[config.mk]
export PLATFORM = sky130hd
export DESIGN_NAME = writeback
export DESIGN_NICKNAME = d
export VERILOG_FILES = /design/src/issue_pkg.sv /design/src/writeback.sv
export SDC_FILE = /design/constraint.sdc
export NUM_CORES = 1
export LEC_CHECK = 0
export BUFFER_PORTS_ARGS = -buffer_cell sky130_fd_sc_hd__buf_2
export CORE_AREA = 8 8 205 207
export CTS_CLUSTER_DIAMETER = 200
export DETAILED_ROUTE_END_ITERATION = 6
export DIE_AREA = 0 0 213 215
export PLACE_DENSITY_LB_ADDON = 0.15
export SYNTH_ARGS = -nofsm -noshare
export SYNTH_HDL_FRONTEND = slang
export SYNTH_SLANG_ARGS = --single-unit
[constraint.sdc]
create_clock -name clk -period 2.8 [get_ports clk]
set_input_delay 0.28 -clock clk [delete_from_list [all_inputs] [get_ports clk]]
set_output_delay 0.28 -clock clk [all_outputs]
set_load 0.05 [all_outputs]
[src/issue_pkg.sv]
/*
 * shared constants and types for the dual-issue integer slice.
 * modules pull these in with a wildcard import in their header.
 */
package issue_pkg;

    // the pairwise issue rules only work for two lanes
    localparam int num_lanes = 2;

    // register fields are 5 bits wide
    localparam int num_regs = 32;

    typedef enum logic [3:0] {
        op_nop  = 4'd0,
        op_add  = 4'd1,
        op_sub  = 4'd2,
        op_and  = 4'd3,
        op_or   = 4'd4,
        op_xor  = 4'd5,
        op_sll  = 4'd6,
        op_srl  = 4'd7,
        op_addi = 4'd8,
        op_lui  = 4'd9
    } op_e;

    // exception codes where zero means none
    localparam logic [6:0] exc_none = 7'h00;
    localparam logic [6:0] exc_int  = 7'h40;

    // one decoded instruction as offered by decode
    typedef struct packed {
        op_e         op;
        logic [4:0]  rd;
        logic [4:0]  rj;
        logic [4:0]  rk;
        logic [31:0] imm;
        logic [6:0]  exception;
        logic [31:0] pc;
        logic [31:0] pc_next;
    } instr_t;

    // one retired instruction, reported in program order
    typedef struct packed {
        logic [31:0] pc;
        logic [4:0]  rd;
        logic        wen;
        logic [31:0] result;
        logic [6:0]  exception;
    } commit_t;

    // what an execute lane hands to writeback
    typedef struct packed {
        logic        valid;
        instr_t      instr;
        logic [31:0] result;
    } lane_res_t;

endpackage
[src/writeback.sv]
/*
 * drains both lanes into the register file and registers the
 * commit reports, slot 0 holding the older instruction.
 * stall freezes the lanes and suppresses writes and commits.
 */
`timescale 1ns/100ps

module writeback import issue_pkg::*; (
    input  logic                           clk,
    input  logic                           arst_n,
    input  logic                           stall,
    input  lane_res_t [num_lanes-1:0]      lane_res,
    output logic                           hold,
    output logic [num_lanes-1:0]           wen,
    output logic [num_lanes-1:0][4:0]      waddr,
    output logic [num_lanes-1:0][31:0]     wdata,
    output commit_t [num_lanes-1:0]        commit,
    output logic [num_lanes-1:0]           commit_valid
);

    logic [num_lanes-1:0] drain;

    assign hold = stall;

    always_comb begin
        for (int i = 0; i < num_lanes; i++) begin
            drain[i] = lane_res[i].valid && !stall;
            // no write for exceptions or r0
            wen[i]   = drain[i] && lane_res[i].instr.exception == exc_none &&
                       lane_res[i].instr.rd != 5'd0;
            waddr[i] = lane_res[i].instr.rd;
            wdata[i] = lane_res[i].result;
        end
    end

    always_ff @(posedge clk or negedge arst_n) begin
        if (!arst_n) begin
            commit_valid <= '0;
        end else begin
            commit_valid <= drain;
        end
    end

    // commit report per slot
    always_ff @(posedge clk) begin
        for (int i = 0; i < num_lanes; i++) begin
            commit[i] <= '{pc:        lane_res[i].instr.pc,
                           rd:        lane_res[i].instr.rd,
                           wen:       wen[i],
                           result:    lane_res[i].result,
                           exception: lane_res[i].instr.exception};
        end
    end

endmodule

# Yosys cells after proc, flatten, opt, wreduce, memory -nomap -nowiden

Index checks and enable logic that the tools add are counted.

Input bits: 313
Output and inout port bits: 233
Flip-flop bits (word level): 156

Reduce and logical (&&, ||, !) cells: 11

Operators with widths:

| operator           | count |
|---|---|
| logical NOT 7 bit  | 2 |
| nonzero test 5 bit | 2 |
| logical AND 1 bit  | 6 |
| logical NOT 1 bit  | 1 |

# Logic depth before layout (Yosys ltp)

Depth after elaboration: 4
Depth in mapped cells: 3

# Least setup slack after synthesis

OpenSTA, ideal clock, no wires.

Path type: input-to-reg
Start: input port lane_res[97] (netlist bit)
End: register commit[39] (netlist bit)
Buffers on the path: 0
Path slack: 0.363 ns
Data required time: 2.512 ns
Stages on the path: 3
Arrival time: 2.149 ns
Cell sequence: nor4_1 -> o211ai_1 -> nor4_1

Longest elaborated chain between the ends: 3

Ends and longest elaborated chain:

| what                            | RTL line        | source |
|---|---|---|
| from (decl)                     | writeback.sv:12 | `input lane_res_t [num_lanes-1:0] lane_res,` |
| logical NOT 7 bit               | writeback.sv:29 | `wen[i] = drain[i] && lane_res[i].instr.exception == exc_none &&` |
| logical AND 1 bit (2 in series) | writeback.sv:29 |  |
| net wen[0]                      | writeback.sv:14 | `output logic [num_lanes-1:0] wen,` |
| to (signal, indexed assignment) | writeback.sv:47 | `commit[i] <= '{pc: lane_res[i].instr.pc,` |
| to (decl)                       | writeback.sv:17 | `output commit_t [num_lanes-1:0] commit,` |

The timed path passes the listed nets, and every way through them passes these cells.

# Worst setup path after layout

Start: input port lane_res[96] (netlist bit)
End: output port wen[0]

Longest elaborated chain between the ends: 3

Ends and longest elaborated chain:

| what                            | RTL line |
|---|---|
| logical NOT 7 bit               | writeback.sv:29 |
| logical AND 1 bit (2 in series) | writeback.sv:29 |
| to (decl)                       | writeback.sv:14 |

Every way passes these cells.

==> metrics.txt <==
worst setup margin=533 ps; mux cell area share after synthesis=0%; Post-DP Area=~0.0058 mm2; die area=0.0458 mm2; CTS tree=built; FP Rows=between 70 and 80; DP Wirelength=about 14000 um; Remaining Overflow, GRT=0; Slew Viols, Final=0; f_max=441 MHz; Tcrit/Tclk final=roughly four fifths; Starting Density=~9.7%; hold depth=2; height of the die=approximately 220 um; I/O Buffers=about 400; Hold EP=commit_valid[0]; XOR/XNOR Fraction of Synth Area=0%; Worst EP arrival=1990 ps; max_cap viols=0; post-synthesis adder-cell area fraction=0%; Yosys reg bits=about 160; Post-Syn Instances=~240; vias post-DR=3475; drt wl/cell=about 14 um; GRT Util Overall=7.45%; most frequent cells in the layout=buf_2 (389), dfxtp_1 (154), dlygate4sd3_1 (153); Mapped Area=between 0.003 and 0.004 mm2; crit path capture type=output pin; GPL Wtd Cong=0.715; post-route cell area=0.00794 mm2; most common cell after layout, fill and taps aside=buf_2; Post-Route WL=approximately 18000 um; Least-Margin Pin Slew=approximately 330 ps; final setup TNS=0 ps; # IOs=~550; min cycle time layout=~2300 ps; Synth Area in Simple Gates=under 10%; share of post-route cells with drive strength above 1=56.6%; # DRC=0; yosys warns=0; Relative slew margins=between 70% and 80%; first-pass detailed-route iteration total=4; P&R area growth vs syn=111%; Max Buffers Root-to-Sink=2; Clock transition at path regs=70 ps; first-pass GRT wire length=roughly 24000 um; H-tree lvl count=4; CP Launch Type=primary input; vias in the first global route=3871; library cells used by synthesis=11; Leak=between 3 and 4 nW; Worst Min Path Start=stall; RSZ-0062 raised after global routing=no; status=complete, no violations; HP Class=in -> reg; largest net degree at the start of global routing=17; Tot Pwr=0.00588 W; clock root cell=clkbuf_16; post-placement setup slack=between 1000 and 1500 ps; Worst Setup Path Type=in -> out; Mapped Nets=around 560; Inserted Clock Buffers=17; Final setup viols=0; power density over the cells=about 740 mW/mm2; setup bufs post-CTS=0; largest family of logic cells by synthesized area=buffers and inverters; Final Hold Fails=0; sequential share of the synthesized area=slightly above 80%; Max VDD drop=roughly 390 uV; Max FO, Critical Path=2; clk sinks=about 160; initial drt markers=between 90 and 100; Die X=213 um; initial antenna violation count=5; Core Region=0.0390 mm2; ANT nets after route=0; Synth Area in Compound Gates=less than 1%; post-DR vias/cell=between 2 and 3; nets=1042; WP data required=about 2500 ps; synthesized area per cell=between 15 and 20 um2
[state kept, by name, summed over array words and instances (netlist names)]
signal / count
commit: 154
commit_valid: 2
[power by group]
part / total, W / switching, W / leakage, nW / internal, W
clock: 0.00239 / 0.00105 / 0.279 / 0.00133
sequential: 0.00236 / 0.0000236 / 1.32 / 0.00234
combinational: 0.00113 / 0.000797 / 2.19 / 0.000333
total: 0.00588 / 0.00188 / 3.79 / 0.00400
[layout make-up]
type / count / area (um2)
Timing Repair Buffer: 542 / 3480
Clock buffer: 18 / 429
Fill cell: 4277 / 31100
Antenna cell: 4 / 10.0
Clock inverter: 14 / 158
Sequential cell: 156 / 3130
Multi-Input combinational cell: 12 / 70.1
Tap cell: 525 / 657
[how the worst max path moves through the flow]
| stage | from | to | slack, ps | depth (start not counted) |
|---|---|---|---|---|
| 3_5_place_dp | stall | wen[1] | 1050 | 5 |
| 3_3_place_gp | stall | wen[1] | 1070 | 5 |
| 2_1_floorplan | lane_res[97] | commit[39] | 360 | 3 |
| 6_report | lane_res[96] | wen[0] | 530 | 6 |
| 5_1_grt | lane_res[97] | wen[0] | 350 | 6 |
| 4_1_cts | lane_res[97] | wen[0] | 500 | 6 |
[routing by layer]
metal	up-vias	GRT usage, %	routed length (um)
li1	1672	-	-
met1	1553	6.79	6020
met2	227	12.7	8460
met3	19	5.02	2830
met4	4	3.24	300
met5	-	0	27
[logic make-up (layout without fill, tap and decap cells)]
group	count (synthesis)	count (layout)
AOI/OAI and AO/OA	2	2
buffers and inverters	75	574
DFF	156	156
other	0	4
and+or+nand+nor	10	10
[metrics by stage]
stage / hold WS, ps / std cells / util, %
2_1_floorplan: -15.6 / 243 / -
3_3_place_gp: 70.1 / 1082 / 14.9
3_5_place_dp: 67.1 / 1082 / 14.9
4_1_cts: 60.5 / 1267 / 20.3
5_1_grt: 75.2 / 1270 / 20.3
6_report: 86.6 / 1271 / 20.3
[worst max-delay path, stage by stage]
cell	delay (ps)
dlygate4sd3_1	570
buf_2	140
nor4_1	250
o211ai_1	140
nor4_1	240
buf_2	370
[synthesized netlist by cell type (all sizes together)]
cell type	count	area, um2
dfxtp	154	3080
buf	75	563
nor4	3	18.8
dfrtp	2	50.1
nor2b	2	12.5
nor3	2	10.0
a21oi	1	5.00
nand3	1	5.00
nor2	1	3.75
o211ai	1	7.51
or4	1	7.51
[what timing repair did]
item,4_1_cts,5_1_grt
hold buffers,153,0
resized for setup,0,0
hold endpoints to repair,155,0
(Power assumes the default switching activity.)
