`src/issue_pkg.sv`:
```
/*
 * shared constants and types for the dual-issue integer slice.
 * modules pull these in with a wildcard import in their header.
 */
package issue_pkg;

    // the pairwise issue rules only work for two lanes
    localparam int num_lanes = 2;

    // register fields are 5 bits wide
    localparam int num_regs = 32;

    typedef enum logic [3:0] {
        op_nop  = 4'd0,
        op_add  = 4'd1,
        op_sub  = 4'd2,
        op_and  = 4'd3,
        op_or   = 4'd4,
        op_xor  = 4'd5,
        op_sll  = 4'd6,
        op_srl  = 4'd7,
        op_addi = 4'd8,
        op_lui  = 4'd9
    } op_e;

    // exception codes where zero means none
    localparam logic [6:0] exc_none = 7'h00;
    localparam logic [6:0] exc_int  = 7'h40;

    // one decoded instruction as offered by decode
    typedef struct packed {
        op_e         op;
        logic [4:0]  rd;
        logic [4:0]  rj;
        logic [4:0]  rk;
        logic [31:0] imm;
        logic [6:0]  exception;
        logic [31:0] pc;
        logic [31:0] pc_next;
    } instr_t;

    // one retired instruction, reported in program order
    typedef struct packed {
        logic [31:0] pc;
        logic [4:0]  rd;
        logic        wen;
        logic [31:0] result;
        logic [6:0]  exception;
    } commit_t;

    // what an execute lane hands to writeback
    typedef struct packed {
        logic        valid;
        instr_t      instr;
        logic [31:0] result;
    } lane_res_t;

endpackage
```
`src/issue_stage.sv`:
```
/*
 * in-order dual-issue stage with a two-entry buffer.
 * reports the accepted count back to decode, tags interrupts and
 * sends the older entry to lane 0, the younger to lane 1.
 */
`timescale 1ns/100ps

module issue_stage import issue_pkg::*; (
    input  logic                        clk,
    input  logic                        arst_n,
    input  logic                        flush,
    input  logic                        has_interrupt,
    input  instr_t                      in0,
    input  instr_t                      in1,
    output logic [1:0]                  num_read,
    input  logic [num_lanes-1:0]        lane_ready,
    output logic [num_lanes-1:0]        lane_en,
    output instr_t [num_lanes-1:0]      lane_instr
);

    instr_t [1:0] buf_q;
    instr_t [1:0] buf_d;
    logic [1:0]   count_q;
    logic [1:0]   count_d;
    instr_t       in0_tag;
    instr_t [1:0] new_instr;
    logic [1:0]   new_cnt;
    logic [1:0]   left;
    logic         dep;

    // empty slot has no operation and no exception
    function automatic logic is_nop(instr_t i);
        return i.op == op_nop && i.exception == exc_none;
    endfunction

    // interrupt is taken on the older incoming slot
    always_comb begin
        in0_tag = in0;
        if (has_interrupt) begin
            in0_tag.exception = exc_int;
        end
    end

    // younger entry reads the older one's destination
    assign dep = buf_q[0].rd != 5'd0 &&
                 (buf_q[1].rj == buf_q[0].rd || buf_q[1].rk == buf_q[0].rd);

    assign lane_en[0] = lane_ready[0] && count_q != 2'd0 && !is_nop(buf_q[0]);
    assign lane_en[1] = lane_en[0] && lane_ready[1] && count_q == 2'd2 &&
                        !is_nop(buf_q[1]) && !dep;

    assign lane_instr = buf_q;

    // occupancy left once this cycle's issues are gone
    assign left = count_q - {1'b0, lane_en[0]} - {1'b0, lane_en[1]};

    always_comb begin
        case (left)
            2'd2:    num_read = 2'b00;
            2'd1:    num_read = 2'b01;
            default: num_read = 2'b11;
        endcase
    end

    // accepted instructions, compacted so nops take no entry
    always_comb begin
        new_instr[0] = in0_tag;
        new_instr[1] = in1;
        new_cnt      = 2'd0;
        case (num_read)
            2'b11: begin
                if (is_nop(in0_tag)) begin
                    // younger slot moves up
                    new_instr[0] = in1;
                    new_cnt      = is_nop(in1) ? 2'd0 : 2'd1;
                end else begin
                    new_cnt = is_nop(in1) ? 2'd1 : 2'd2;
                end
            end
            2'b01: begin
                new_cnt = is_nop(in0_tag) ? 2'd0 : 2'd1;
            end
            default: begin
                new_cnt = 2'd0;
            end
        endcase
    end

    always_comb begin
        buf_d = buf_q;
        // on a single issue the survivor moves to the head
        if (lane_en[0] && !lane_en[1]) begin
            buf_d[0] = buf_q[1];
        end
        case (left)
            2'd0: begin
                buf_d[0] = new_instr[0];
                buf_d[1] = new_instr[1];
            end
            2'd1: begin
                buf_d[1] = new_instr[0];
            end
            default: begin
                buf_d[1] = buf_q[1];
            end
        endcase
        count_d = left + new_cnt;
    end

    always_ff @(posedge clk or negedge arst_n) begin
        if (!arst_n) begin
            count_q <= 2'd0;
        end else if (flush) begin
            count_q <= 2'd0;
        end else begin
            count_q <= count_d;
        end
    end

    always_ff @(posedge clk) begin
        buf_q <= buf_d;
    end

endmodule

```
`config.mk`:
```
export PLATFORM = sky130hd
export DESIGN_NAME = issue_stage
export DESIGN_NICKNAME = d
export VERILOG_FILES = /design/src/issue_pkg.sv /design/src/issue_stage.sv
export SDC_FILE = /design/constraint.sdc
export NUM_CORES = 1
export LEC_CHECK = 0
export BUFFER_PORTS_ARGS = -buffer_cell sky130_fd_sc_hd__buf_2
export CORE_MARGIN = 1.5
export CORE_UTILIZATION = 30
export DETAILED_ROUTE_END_ITERATION = 10
export PLACE_DENSITY = 0.56
export SLEW_MARGIN = 10
export SYNTH_ARGS = -nofsm -noshare
export SYNTH_HDL_FRONTEND = slang
export SYNTH_SLANG_ARGS = --single-unit
```
`constraint.sdc`:
```
create_clock -name clk -period 4.8 [get_ports clk]
set_input_delay 0.24 -clock clk [delete_from_list [all_inputs] [get_ports clk]]
set_output_delay 0.24 -clock clk [all_outputs]
set_load 0.03 [all_outputs]
```
Word-level counts from Yosys, hierarchy flattened
Cells that the tools add are included.
{ "totals": {"ff_bits": 246, "in_bits": 250, "output_inout_bits": 248, "wordCells": 70} }
{ "op_classes": {"n_addsub": 3, "n_eq_ne": 7, "n_mux": 13, "reduce_logical": 30} }
{ "ops": {"columns": ["operator", "count"], "rows": [
  ["122-bit 2-to-1 mux", 4],
  ["122-bit one-hot mux with 2 select lines", 1],
  ["7-bit logical NOT", 4],
  ["4-bit logical NOT", 4],
  ["1-bit logical AND", 12],
  ["5-bit equality test", 2],
  ["2-bit one-hot mux with 2 select lines", 2],
  ["7-bit 2-to-1 mux", 1],
  ["2-bit equality test, second input constant", 3],
  ["2-bit 2-to-1 mux", 3],
  ["2-bit nonzero test", 3],
  ["5-bit nonzero test", 1],
  ["2-bit by 1-bit equality test with 1-bit output, second input constant", 2],
  ["1-bit logical NOT", 4],
  ["2-bit by 1-bit subtractor with 2-bit output", 2],
  ["2-bit adder", 1],
  ["2-bit logical NOT", 1],
  ["1-bit 2-to-1 mux", 2],
  ["1-bit logical OR", 1]
]} }

Depth between registers and ports, before layout
Gate-level depths: netlist of run 1.
{ "logic_depth": {"word_depth": 15, "mapped_depth": 17, "depth_no_buf": 17} }

Worst setup path before layout of run 1
OpenSTA, ideal clock, no wires.
{ "synth_timing": {"path_kind": "register to register", "startpoint": "reg buf_q, in the netlist lane_instr[64]", "endpoint": "reg buf_q, in the netlist lane_instr[122], enable pin", "setup_ps": 429, "arrival_time_ps": 6153, "required_time_ps": 4371, "slack_ps": -1782, "path_stages_with_launch": 14, "path_buffers": 3, "period_less_slack_ps": 6582, "cell_sequence": "edfxtp_1 -> nor4_1 -> a31oi_1 -> o41ai_1 -> a311oi_1 -> fa_1 -> inv_1 -> ha_1 -> xnor2_1 -> ha_1 -> buf_2 -> clkbuf_1 -> clkbuf_1 -> or2_2"} }
{ "synth_between": {"elab_chain_cells": 11, "word_cells_on_any_way": 13, "cone_classes": "add/sub: 2; eq/ne: 1; reduce/logical: 10"} }
{ "synth_rtl": {"columns": ["element", "line_no", "rtl"], "rows": [
  ["from (decl)", "issue_stage.sv:21", "instr_t [1:0] buf_q;"],
  ["from (signal assigned)", "issue_stage.sv:121", "buf_q <= buf_d;"],
  ["7-bit logical NOT *", "issue_stage.sv:33", "return i.op == op_nop && i.exception == exc_none;"],
  ["1-bit logical AND *", "issue_stage.sv:33", null],
  ["1-bit logical NOT *", "issue_stage.sv:48", "assign lane_en[0] = lane_ready[0] && count_q != 2'd0 && !is_nop(buf_q[0]);"],
  ["1-bit logical AND *", "issue_stage.sv:48", null],
  ["named net lane_en[0]", "issue_stage.sv:17", "output logic [num_lanes-1:0] lane_en,"],
  ["1-bit logical AND * (3 in a row)", "issue_stage.sv:49", "assign lane_en[1] = lane_en[0] && lane_ready[1] && count_q == 2'd2 &&"],
  ["1-bit logical AND *", "issue_stage.sv:50", "!is_nop(buf_q[1]) && !dep;"],
  ["named net lane_en[1]", "issue_stage.sv:17", null],
  ["2-bit by 1-bit subtractor with 2-bit output *", "issue_stage.sv:55", "assign left = count_q - {1'b0, lane_en[0]} - {1'b0, lane_en[1]};"],
  ["2-bit by 1-bit equality test with 1-bit output / 2-bit logical NOT (equally long branches)", "issue_stage.sv:95", "case (left)"],
  ["2-bit nonzero test (no line) *", null, null]
]} }
The timed path passes the listed nets; every way through them passes the cells marked *.
A chain may end at the register's enable or synchronous reset.

==> summary.txt, run 1 <==
status: finished clean
required time of the worst setup path: 5.10 ns
residual DRC count: 0
Synth Flop Type: sky130_fd_sc_hd__edfxtp_1
reported max-cap violation count: 0
total of endpoints with negative setup slack in the final report: 0
type of the most critical hold path: in -> reg
Clock Tree Buf Depth: 3
Die Width: 206.4 um
net count after synthesis: 1,270
Worst Path Max Fanout: 15
routed wire length per instance: 18.19 um
all-layer global routing usage: 18.13%
vias in the first global route: 10.72k
layout overhead on the synthesized area: 51.44%
Achievable Freq: 0.2180 GHz
fill cell count: 3,815
Post-DP HPWL: 28,110 um
count of clock tree sinks: 246
first-pass GRT wire length: 59,990 um
synthesis-stage register bit count: 246
Syn Inst Count: 1,009
Post-synth ARST share: 0.8130%
clock latency at the later pin of the worst-skew pair: 0.56 ns
critical path arrival: 4.89 ns
DRC marker count from the first detailed-route iteration: 607
initial antenna violation count: 2
via count: 10.85k
unrepaired setup endpoints after global routing: no
floorplan die area: 42,600 um^2
starting density of the core: 30.39%
post-route core utilization: 46.03%
clock root cell: sky130_fd_sc_hd__clkbuf_16
cell types with the highest counts after synthesis: sky130_fd_sc_hd__edfxtp_1 (244), sky130_fd_sc_hd__nand2_1 (124), sky130_fd_sc_hd__nand2b_1 (118)
number of CTS-inserted buffers: 30
post-synth top area cell: sky130_fd_sc_hd__edfxtp_1
TritonCTS clock tree: built
yosys synthesis warning count: 0
drt pass-1 iters: 5
total wirelength of the detailed-routed design: 41,190 um
Crit Path Category: reg -> reg
synthesized cell area: 12,410 um^2
Hold Slack: 0.03271 ns
cell count after placement: 1,979
number of endpoints with negative hold slack in the final report: 0
routed via count divided by cell count: 4.789
Routability Congestion: 0.8555
headroom to the max-slew limit: 52.57%
global route total overflow: 0
Slew Viols, Final: 0
Final min period: 4.587 ns
post-layout net count: 1,974
Seq/Total Area, Yosys: 59.44%
cells taking the most area after synthesis: sky130_fd_sc_hd__edfxtp_1 (59%), sky130_fd_sc_hd__mux2_2 (11%), sky130_fd_sc_hd__o211ai_1 (6.7%), sky130_fd_sc_hd__nand2b_1 (5.9%), sky130_fd_sc_hd__nand3_1 (4.6%)
setup TNS: 0 ns
Setup crit end kind: flop
Non-Filler Instances: 2,265
cell with the most instances after synthesis: sky130_fd_sc_hd__edfxtp_1
core footprint: 40,830 um^2
level count of the clock H-tree: 1
number of distinct standard cells referenced by the synthesized netlist: 38
buffers added on ports: 497
share of the synthesized area in the top cell type: 59.04%
die height: 206.4 um
startpoint kind of the worst setup timing path: flop
largest net degree at the start of global routing: 162
clock transition at the register clock pins on the worst setup and hold paths after CTS: 0.06 ns
final cycle utilization of the critical path: 95.57%
Fin Clk Skew: 0.009528 ns
worst slew pin tran: 0.7115 ns
I/O Pins: 498
Routed Antenna Nets: 0
share of final-layout standard cells stronger than drive strength 1: 39.55%
mean cell area of the mapped netlist: 12.30 um^2
Std-Cell Rows: 74
number of enable-type register cells in the synthesized netlist: 244
final timing paths:
path	startpoint	to	slack [ns]	cells after the start
max	lane_instr[113]$_DFFE_PP_	lane_instr[186]$_DFFE_PP_	0.21	14
min	in1[8]	lane_instr[130]$_DFFE_PP_	0.03	2
max reg2reg	lane_instr[113]$_DFFE_PP_	lane_instr[186]$_DFFE_PP_	0.21	14
min reg2reg	lane_instr[185]$_DFFE_PP_	lane_instr[63]$_DFFE_PP_	0.57	2
max in group asynchronous	arst_n	count_q[1]$_DFF_PN0_	4.08	3
min in group asynchronous	arst_n	count_q[0]$_DFF_PN0_	0.57	3
cell usage in the layout (no fill, tap or decap), types with 4 or more instances in the layout:
master	count
sky130_fd_sc_hd__buf_12	13
sky130_fd_sc_hd__dlygate4sd3_1	234
sky130_fd_sc_hd__xor2_1	10
sky130_fd_sc_hd__buf_4	8
sky130_fd_sc_hd__edfxtp_1	244
sky130_fd_sc_hd__nand2_1	124
sky130_fd_sc_hd__buf_2	497
sky130_fd_sc_hd__a31oi_1	11
sky130_fd_sc_hd__clkinv_2	5
sky130_fd_sc_hd__nor4_1	6
sky130_fd_sc_hd__clkbuf_1	8
sky130_fd_sc_hd__o211ai_1	111
sky130_fd_sc_hd__nor2_1	18
sky130_fd_sc_hd__inv_1	11
sky130_fd_sc_hd__clkinv_1	7
sky130_fd_sc_hd__mux2_2	116
sky130_fd_sc_hd__clkbuf_16	31
sky130_fd_sc_hd__nand3_1	114
sky130_fd_sc_hd__nand2b_1	117
sky130_fd_sc_hd__a22o_1	6
sky130_fd_sc_hd__ha_1	8
sky130_fd_sc_hd__nor3_1	4
timing repair:
action	CTS	global route
gates resized for setup	0	4
endpoints found under the setup margin	0	1
endpoints found under the hold margin	153	0
hold buffers	234	0
setup buffers	0	0
layout make-up:
| class | count | area (um^2) | area share (%) |
|---|---|---|---|
| Clock inverter | 12 | 51.30 | 0.2730 |
| Multi-Input combinational cell | 672 | 4701 | 25.01 |
| Tap cell | 532 | 665.6 | 3.542 |
| Sequential cell | 246 | 7377 | 39.25 |
| Timing Repair Buffer | 752 | 5150 | 27.40 |
| Clock buffer | 39 | 805.8 | 4.287 |
| Antenna cell | 1 | 2.502 | 0.01331 |
| Inverter | 11 | 41.29 | 0.2197 |
layer usage:
metal | part of all wire (%) | track usage [%] | up-vias
li1 | - | - | 5182
met1 | 39 | 21.59 | 5137
met2 | 50 | 31.93 | 457
met3 | 8.3 | 4.920 | 70
met4 | 2.5 | 4.943 | 2
met5 | 0.032 | 0 | -
worst max-delay path, stage by stage (launching register included):
cell                            delay (ns)
sky130_fd_sc_hd__edfxtp_1             0.44
sky130_fd_sc_hd__xor2_1               0.19
sky130_fd_sc_hd__a211o_1              0.31
sky130_fd_sc_hd__o41ai_4              0.29
sky130_fd_sc_hd__a311oi_4             0.09
sky130_fd_sc_hd__fa_1                 0.56
sky130_fd_sc_hd__inv_1                0.05
sky130_fd_sc_hd__ha_1                 0.33
sky130_fd_sc_hd__xnor2_4              0.24
sky130_fd_sc_hd__ha_1                 0.29
sky130_fd_sc_hd__nor3b_1              0.14
sky130_fd_sc_hd__and4_4               0.28
sky130_fd_sc_hd__nand2b_2             0.30
sky130_fd_sc_hd__a22o_1               0.26
sky130_fd_sc_hd__dlygate4sd3_1        0.55
metrics by stage:
stage	instance area [um^2]	worst slack, ns
2_1_floorplan	12490	0.02108
3_3_place_gp	15570	0.6015
3_5_place_dp	15570	0.5118
4_1_cts	18770	0.03780
5_1_grt	18790	0.02214
6_report	18790	0.2128
flip-flops by register name, summed over array words and instances, names as in the netlist:
name / cells
count_q: 2
lane_instr: 244
logic make-up after synthesis:
logic type | Yosys count | share of synthesized area (%)
DFF | 246 | 59.44
adders and majority gates | 11 | 1.169
AOI/OAI and AO/OA | 137 | 8.257
xor gates and xnor gates | 12 | 0.8469
buffers and inverters | 91 | 3.680
and+or+nand+nor | 395 | 16.00
muxes | 117 | 10.61
Power of run 1 is left out: the tool's default activity adds up to more than one toggle a clock period on the data nets, which glitch-free logic cannot reach.
==> run 2: changes to the inputs <==
Settings changed: ABC_AREA set to 1, PLACE_DENSITY 0.56 to 0.55.
==> run 2 against run 1 <==
Against the previous run:
- critical path depth grew 2
- area after synthesis rose by 6.4%
- clock skew up 0.0037 ns
- global-route usage is 3.6 points higher
- largest cell class unchanged
- highest routed layer unchanged
==> summary.txt, run 2 <==
status: finished clean
design area: 18,830 um^2
yosys synthesis warning count: 0
fill cell count: 4,283
headroom to the max-slew limit: 20.74%
share of final-layout standard cells stronger than drive strength 1: 26.43%
routed wire length per instance: 18.47 um
critical path launch point: lane_instr[69]$_DFFE_PP_
buffers inserted by post-CTS timing repair: 0
TritonCTS clock tree: built
Die Width: 212.8 um
Fin Clk Skew: 0.01319 ns
starting density of the core: 30.52%
synthesized cell area: 13,200 um^2
Syn Inst Count: 1,575
type of the most critical hold path: in -> async
capture point of the critical path: lane_instr[126]$_DFFE_PP_
number of enable-type register cells in the synthesized netlist: 244
floorplan die area: 45,280 um^2
required time of the worst setup path: 5.11 ns
initial antenna violation count: 11
Worst Path Max Fanout: 233
post-layout net count: 2,426
clock root cell: sky130_fd_sc_hd__clkbuf_16
Routed Antenna Nets: 0
startpoint kind of the worst setup timing path: flop
via count: 13.30k
most common cell after layout, fill and taps aside: sky130_fd_sc_hd__nand2_1
routed via count divided by cell count: 4.782
unrepaired setup endpoints after global routing: no
reported max-cap violation count: 0
Slew Viols, Final: 0
first-pass GRT wire length: 75,270 um
worst reg2reg path startpoint: lane_instr[69]$_DFFE_PP_
number of distinct standard cells referenced by the synthesized netlist: 24
die height: 212.8 um
Critical Path Slowest Stage Cell: sky130_fd_sc_hd__dlygate4sd3_1
drt pass-1 iters: 6
total wirelength of the detailed-routed design: 51,340 um
top cell family by delay on the critical path: buffers and inverters
Hold Slack: 0.01607 ns
cells taking the most area after synthesis: sky130_fd_sc_hd__edfxtp_1 (55%), sky130_fd_sc_hd__nand2_1 (15%), sky130_fd_sc_hd__inv_1 (7.2%), sky130_fd_sc_hd__nand4_1 (5.8%), sky130_fd_sc_hd__nand3_1 (4.9%)
post-synth top area cell: sky130_fd_sc_hd__edfxtp_1
number of CTS-inserted buffers: 30
synthesis-stage register bit count: 246
chain of cells forming the critical path: nor2_1, nand2_1, nor2_1, a21oi_2, nand2_1, a21oi_2, fa_1, inv_1, ha_1, nor2_1, xnor2_1, inv_1, ha_4, buf_12, o21ai_0, dlygate4sd3_1
Post-synth ARST share: 0.8130%
Placement Cell Area: 16,330 um^2
cell with the most instances after synthesis: sky130_fd_sc_hd__nand2_1
share of the synthesized area in the top cell type: 55.49%
Setup crit end kind: flop
global route total overflow: 0
Reg2Reg Capture Point: lane_instr[126]$_DFFE_PP_
clock latency at the later pin of the worst-skew pair: 0.57 ns
Synth Flop Type: sky130_fd_sc_hd__edfxtp_1
mean cell area of the mapped netlist: 8.383 um^2
clock transition at the register clock pins on the worst setup and hold paths after CTS: 0.06 ns
vias in the first global route: 12.95k
setup TNS: 0 ns
flip-flop count of the largest register, all copies and words added: 244
net count after synthesis: 1,836
level count of the clock H-tree: 1
worst slew pin tran: 1.189 ns
cell types with the highest counts after synthesis: sky130_fd_sc_hd__nand2_1 (536), sky130_fd_sc_hd__inv_1 (253), sky130_fd_sc_hd__edfxtp_1 (244)
Final min period: 4.495 ns
stages on the worst setup path: 16
I/O Pins: 498
buffers added on ports: 497
final cycle utilization of the critical path: 93.64%
cell count after placement: 2,575
Post-DP HPWL: 33,820 um
number of buffers and inverters on the critical path: 4
Seq/Total Area, Yosys: 55.87%
Achievable Freq: 0.2225 GHz
total of endpoints with negative setup slack in the final report: 0
Clock Tree Buf Depth: 3
Std-Cell Rows: 76
register-to-register setup slack: 0.31 ns
largest stage delay on the critical path: 0.62 ns
largest net degree at the start of global routing: 234
count of clock tree sinks: 246
most frequent cells in the layout: sky130_fd_sc_hd__nand2_1 (535), sky130_fd_sc_hd__buf_2 (497), sky130_fd_sc_hd__inv_1 (253)
Non-Filler Instances: 2,780
library cell appearing most often on the critical path: sky130_fd_sc_hd__nor2_1
residual DRC count: 0
DRC marker count from the first detailed-route iteration: 1,142
worst reg-to-reg path cell count: 16
critical path arrival: 4.80 ns
Routability Congestion: 0.8540
core footprint: 43,270 um^2
all-layer global routing usage: 21.72%
Crit Path Category: reg -> reg
layout overhead on the synthesized area: 42.60%
number of endpoints with negative hold slack in the final report: 0
run 2: cell types whose count changed after synthesis, sizes merged, moves of 21 or more:
cell / previous run / this run
o21ai: 1 / 112
nand4: 1 / 122
mux2: 116 / 0
nand2b: 118 / 0
nor2: 18 / 39
inv: 11 / 254
nand2: 124 / 536
o211ai: 111 / 0
run 2: logic make-up (layout without fill, tap and decap cells):
kind of cell | Yosys count | in the layout | share of synthesized area [%]
adders and majority gates | 11 | 11 | 1.099
AOI/OAI and AO/OA | 120 | 120 | 4.548
xor gates and xnor gates | 4 | 4 | 0.2653
other | 0 | 8 | 0
and+or+nand+nor | 833 | 833 | 27.49
buffers and inverters | 361 | 973 | 10.73
DFF | 246 | 246 | 55.87
run 2: metrics by stage:
step | utilization, % | worst slack, ns
final | 43.52 | 0.3054
after global routing | 43.51 | 0.01356
after CTS | 43.46 | 0.3551
after detailed placement | 37.74 | 0.4482
after global placement | 37.74 | 0.5297
after floorplan | - | 0.02968
run 2: metal layers:
layer  wire, um  up-vias  global-route usage, %
met2      24410      652                  36.52
met1      20490     6206                  26.80
met3       5128       83                  6.751
li1           -     6350                      -
met4       1280        4                  6.065
met5         26        -                      0
run 2: what timing repair did:
item	CTS	global route
gates resized for setup	0	1
hold buffers	143	0
setup endpoints to repair	0	16
endpoints found under the hold margin	113	0
run 2: worst min-delay path by stage:
stage                      endpoint  slack (ns)  depth (start not counted)
6_report       count_q[1]$_DFF_PN0_        0.02                          2
3_5_place_dp   count_q[0]$_DFF_PN0_        0.03                          1
5_1_grt        count_q[1]$_DFF_PN0_        0.01                          2
2_1_floorplan  count_q[0]$_DFF_PN0_       -0.06                          0
3_3_place_gp   count_q[0]$_DFF_PN0_        0.03                          1
4_1_cts        count_q[1]$_DFF_PN0_      0.0003                          2
run 2: cell type report:
cell class / instances / area (um^2) / share of cell area (%)
clock inverters: 15 / 234.0 / 1.243
repair buffers: 664 / 4212 / 22.37
clock buffers: 39 / 805.8 / 4.279
flip-flops and latches: 246 / 7377 / 39.18
multi-input cells: 968 / 4489 / 23.84
inverters: 255 / 959.7 / 5.097
well taps: 585 / 732.0 / 3.887
diodes: 8 / 20.02 / 0.1063
Power of run 2 is left out for the same reason.
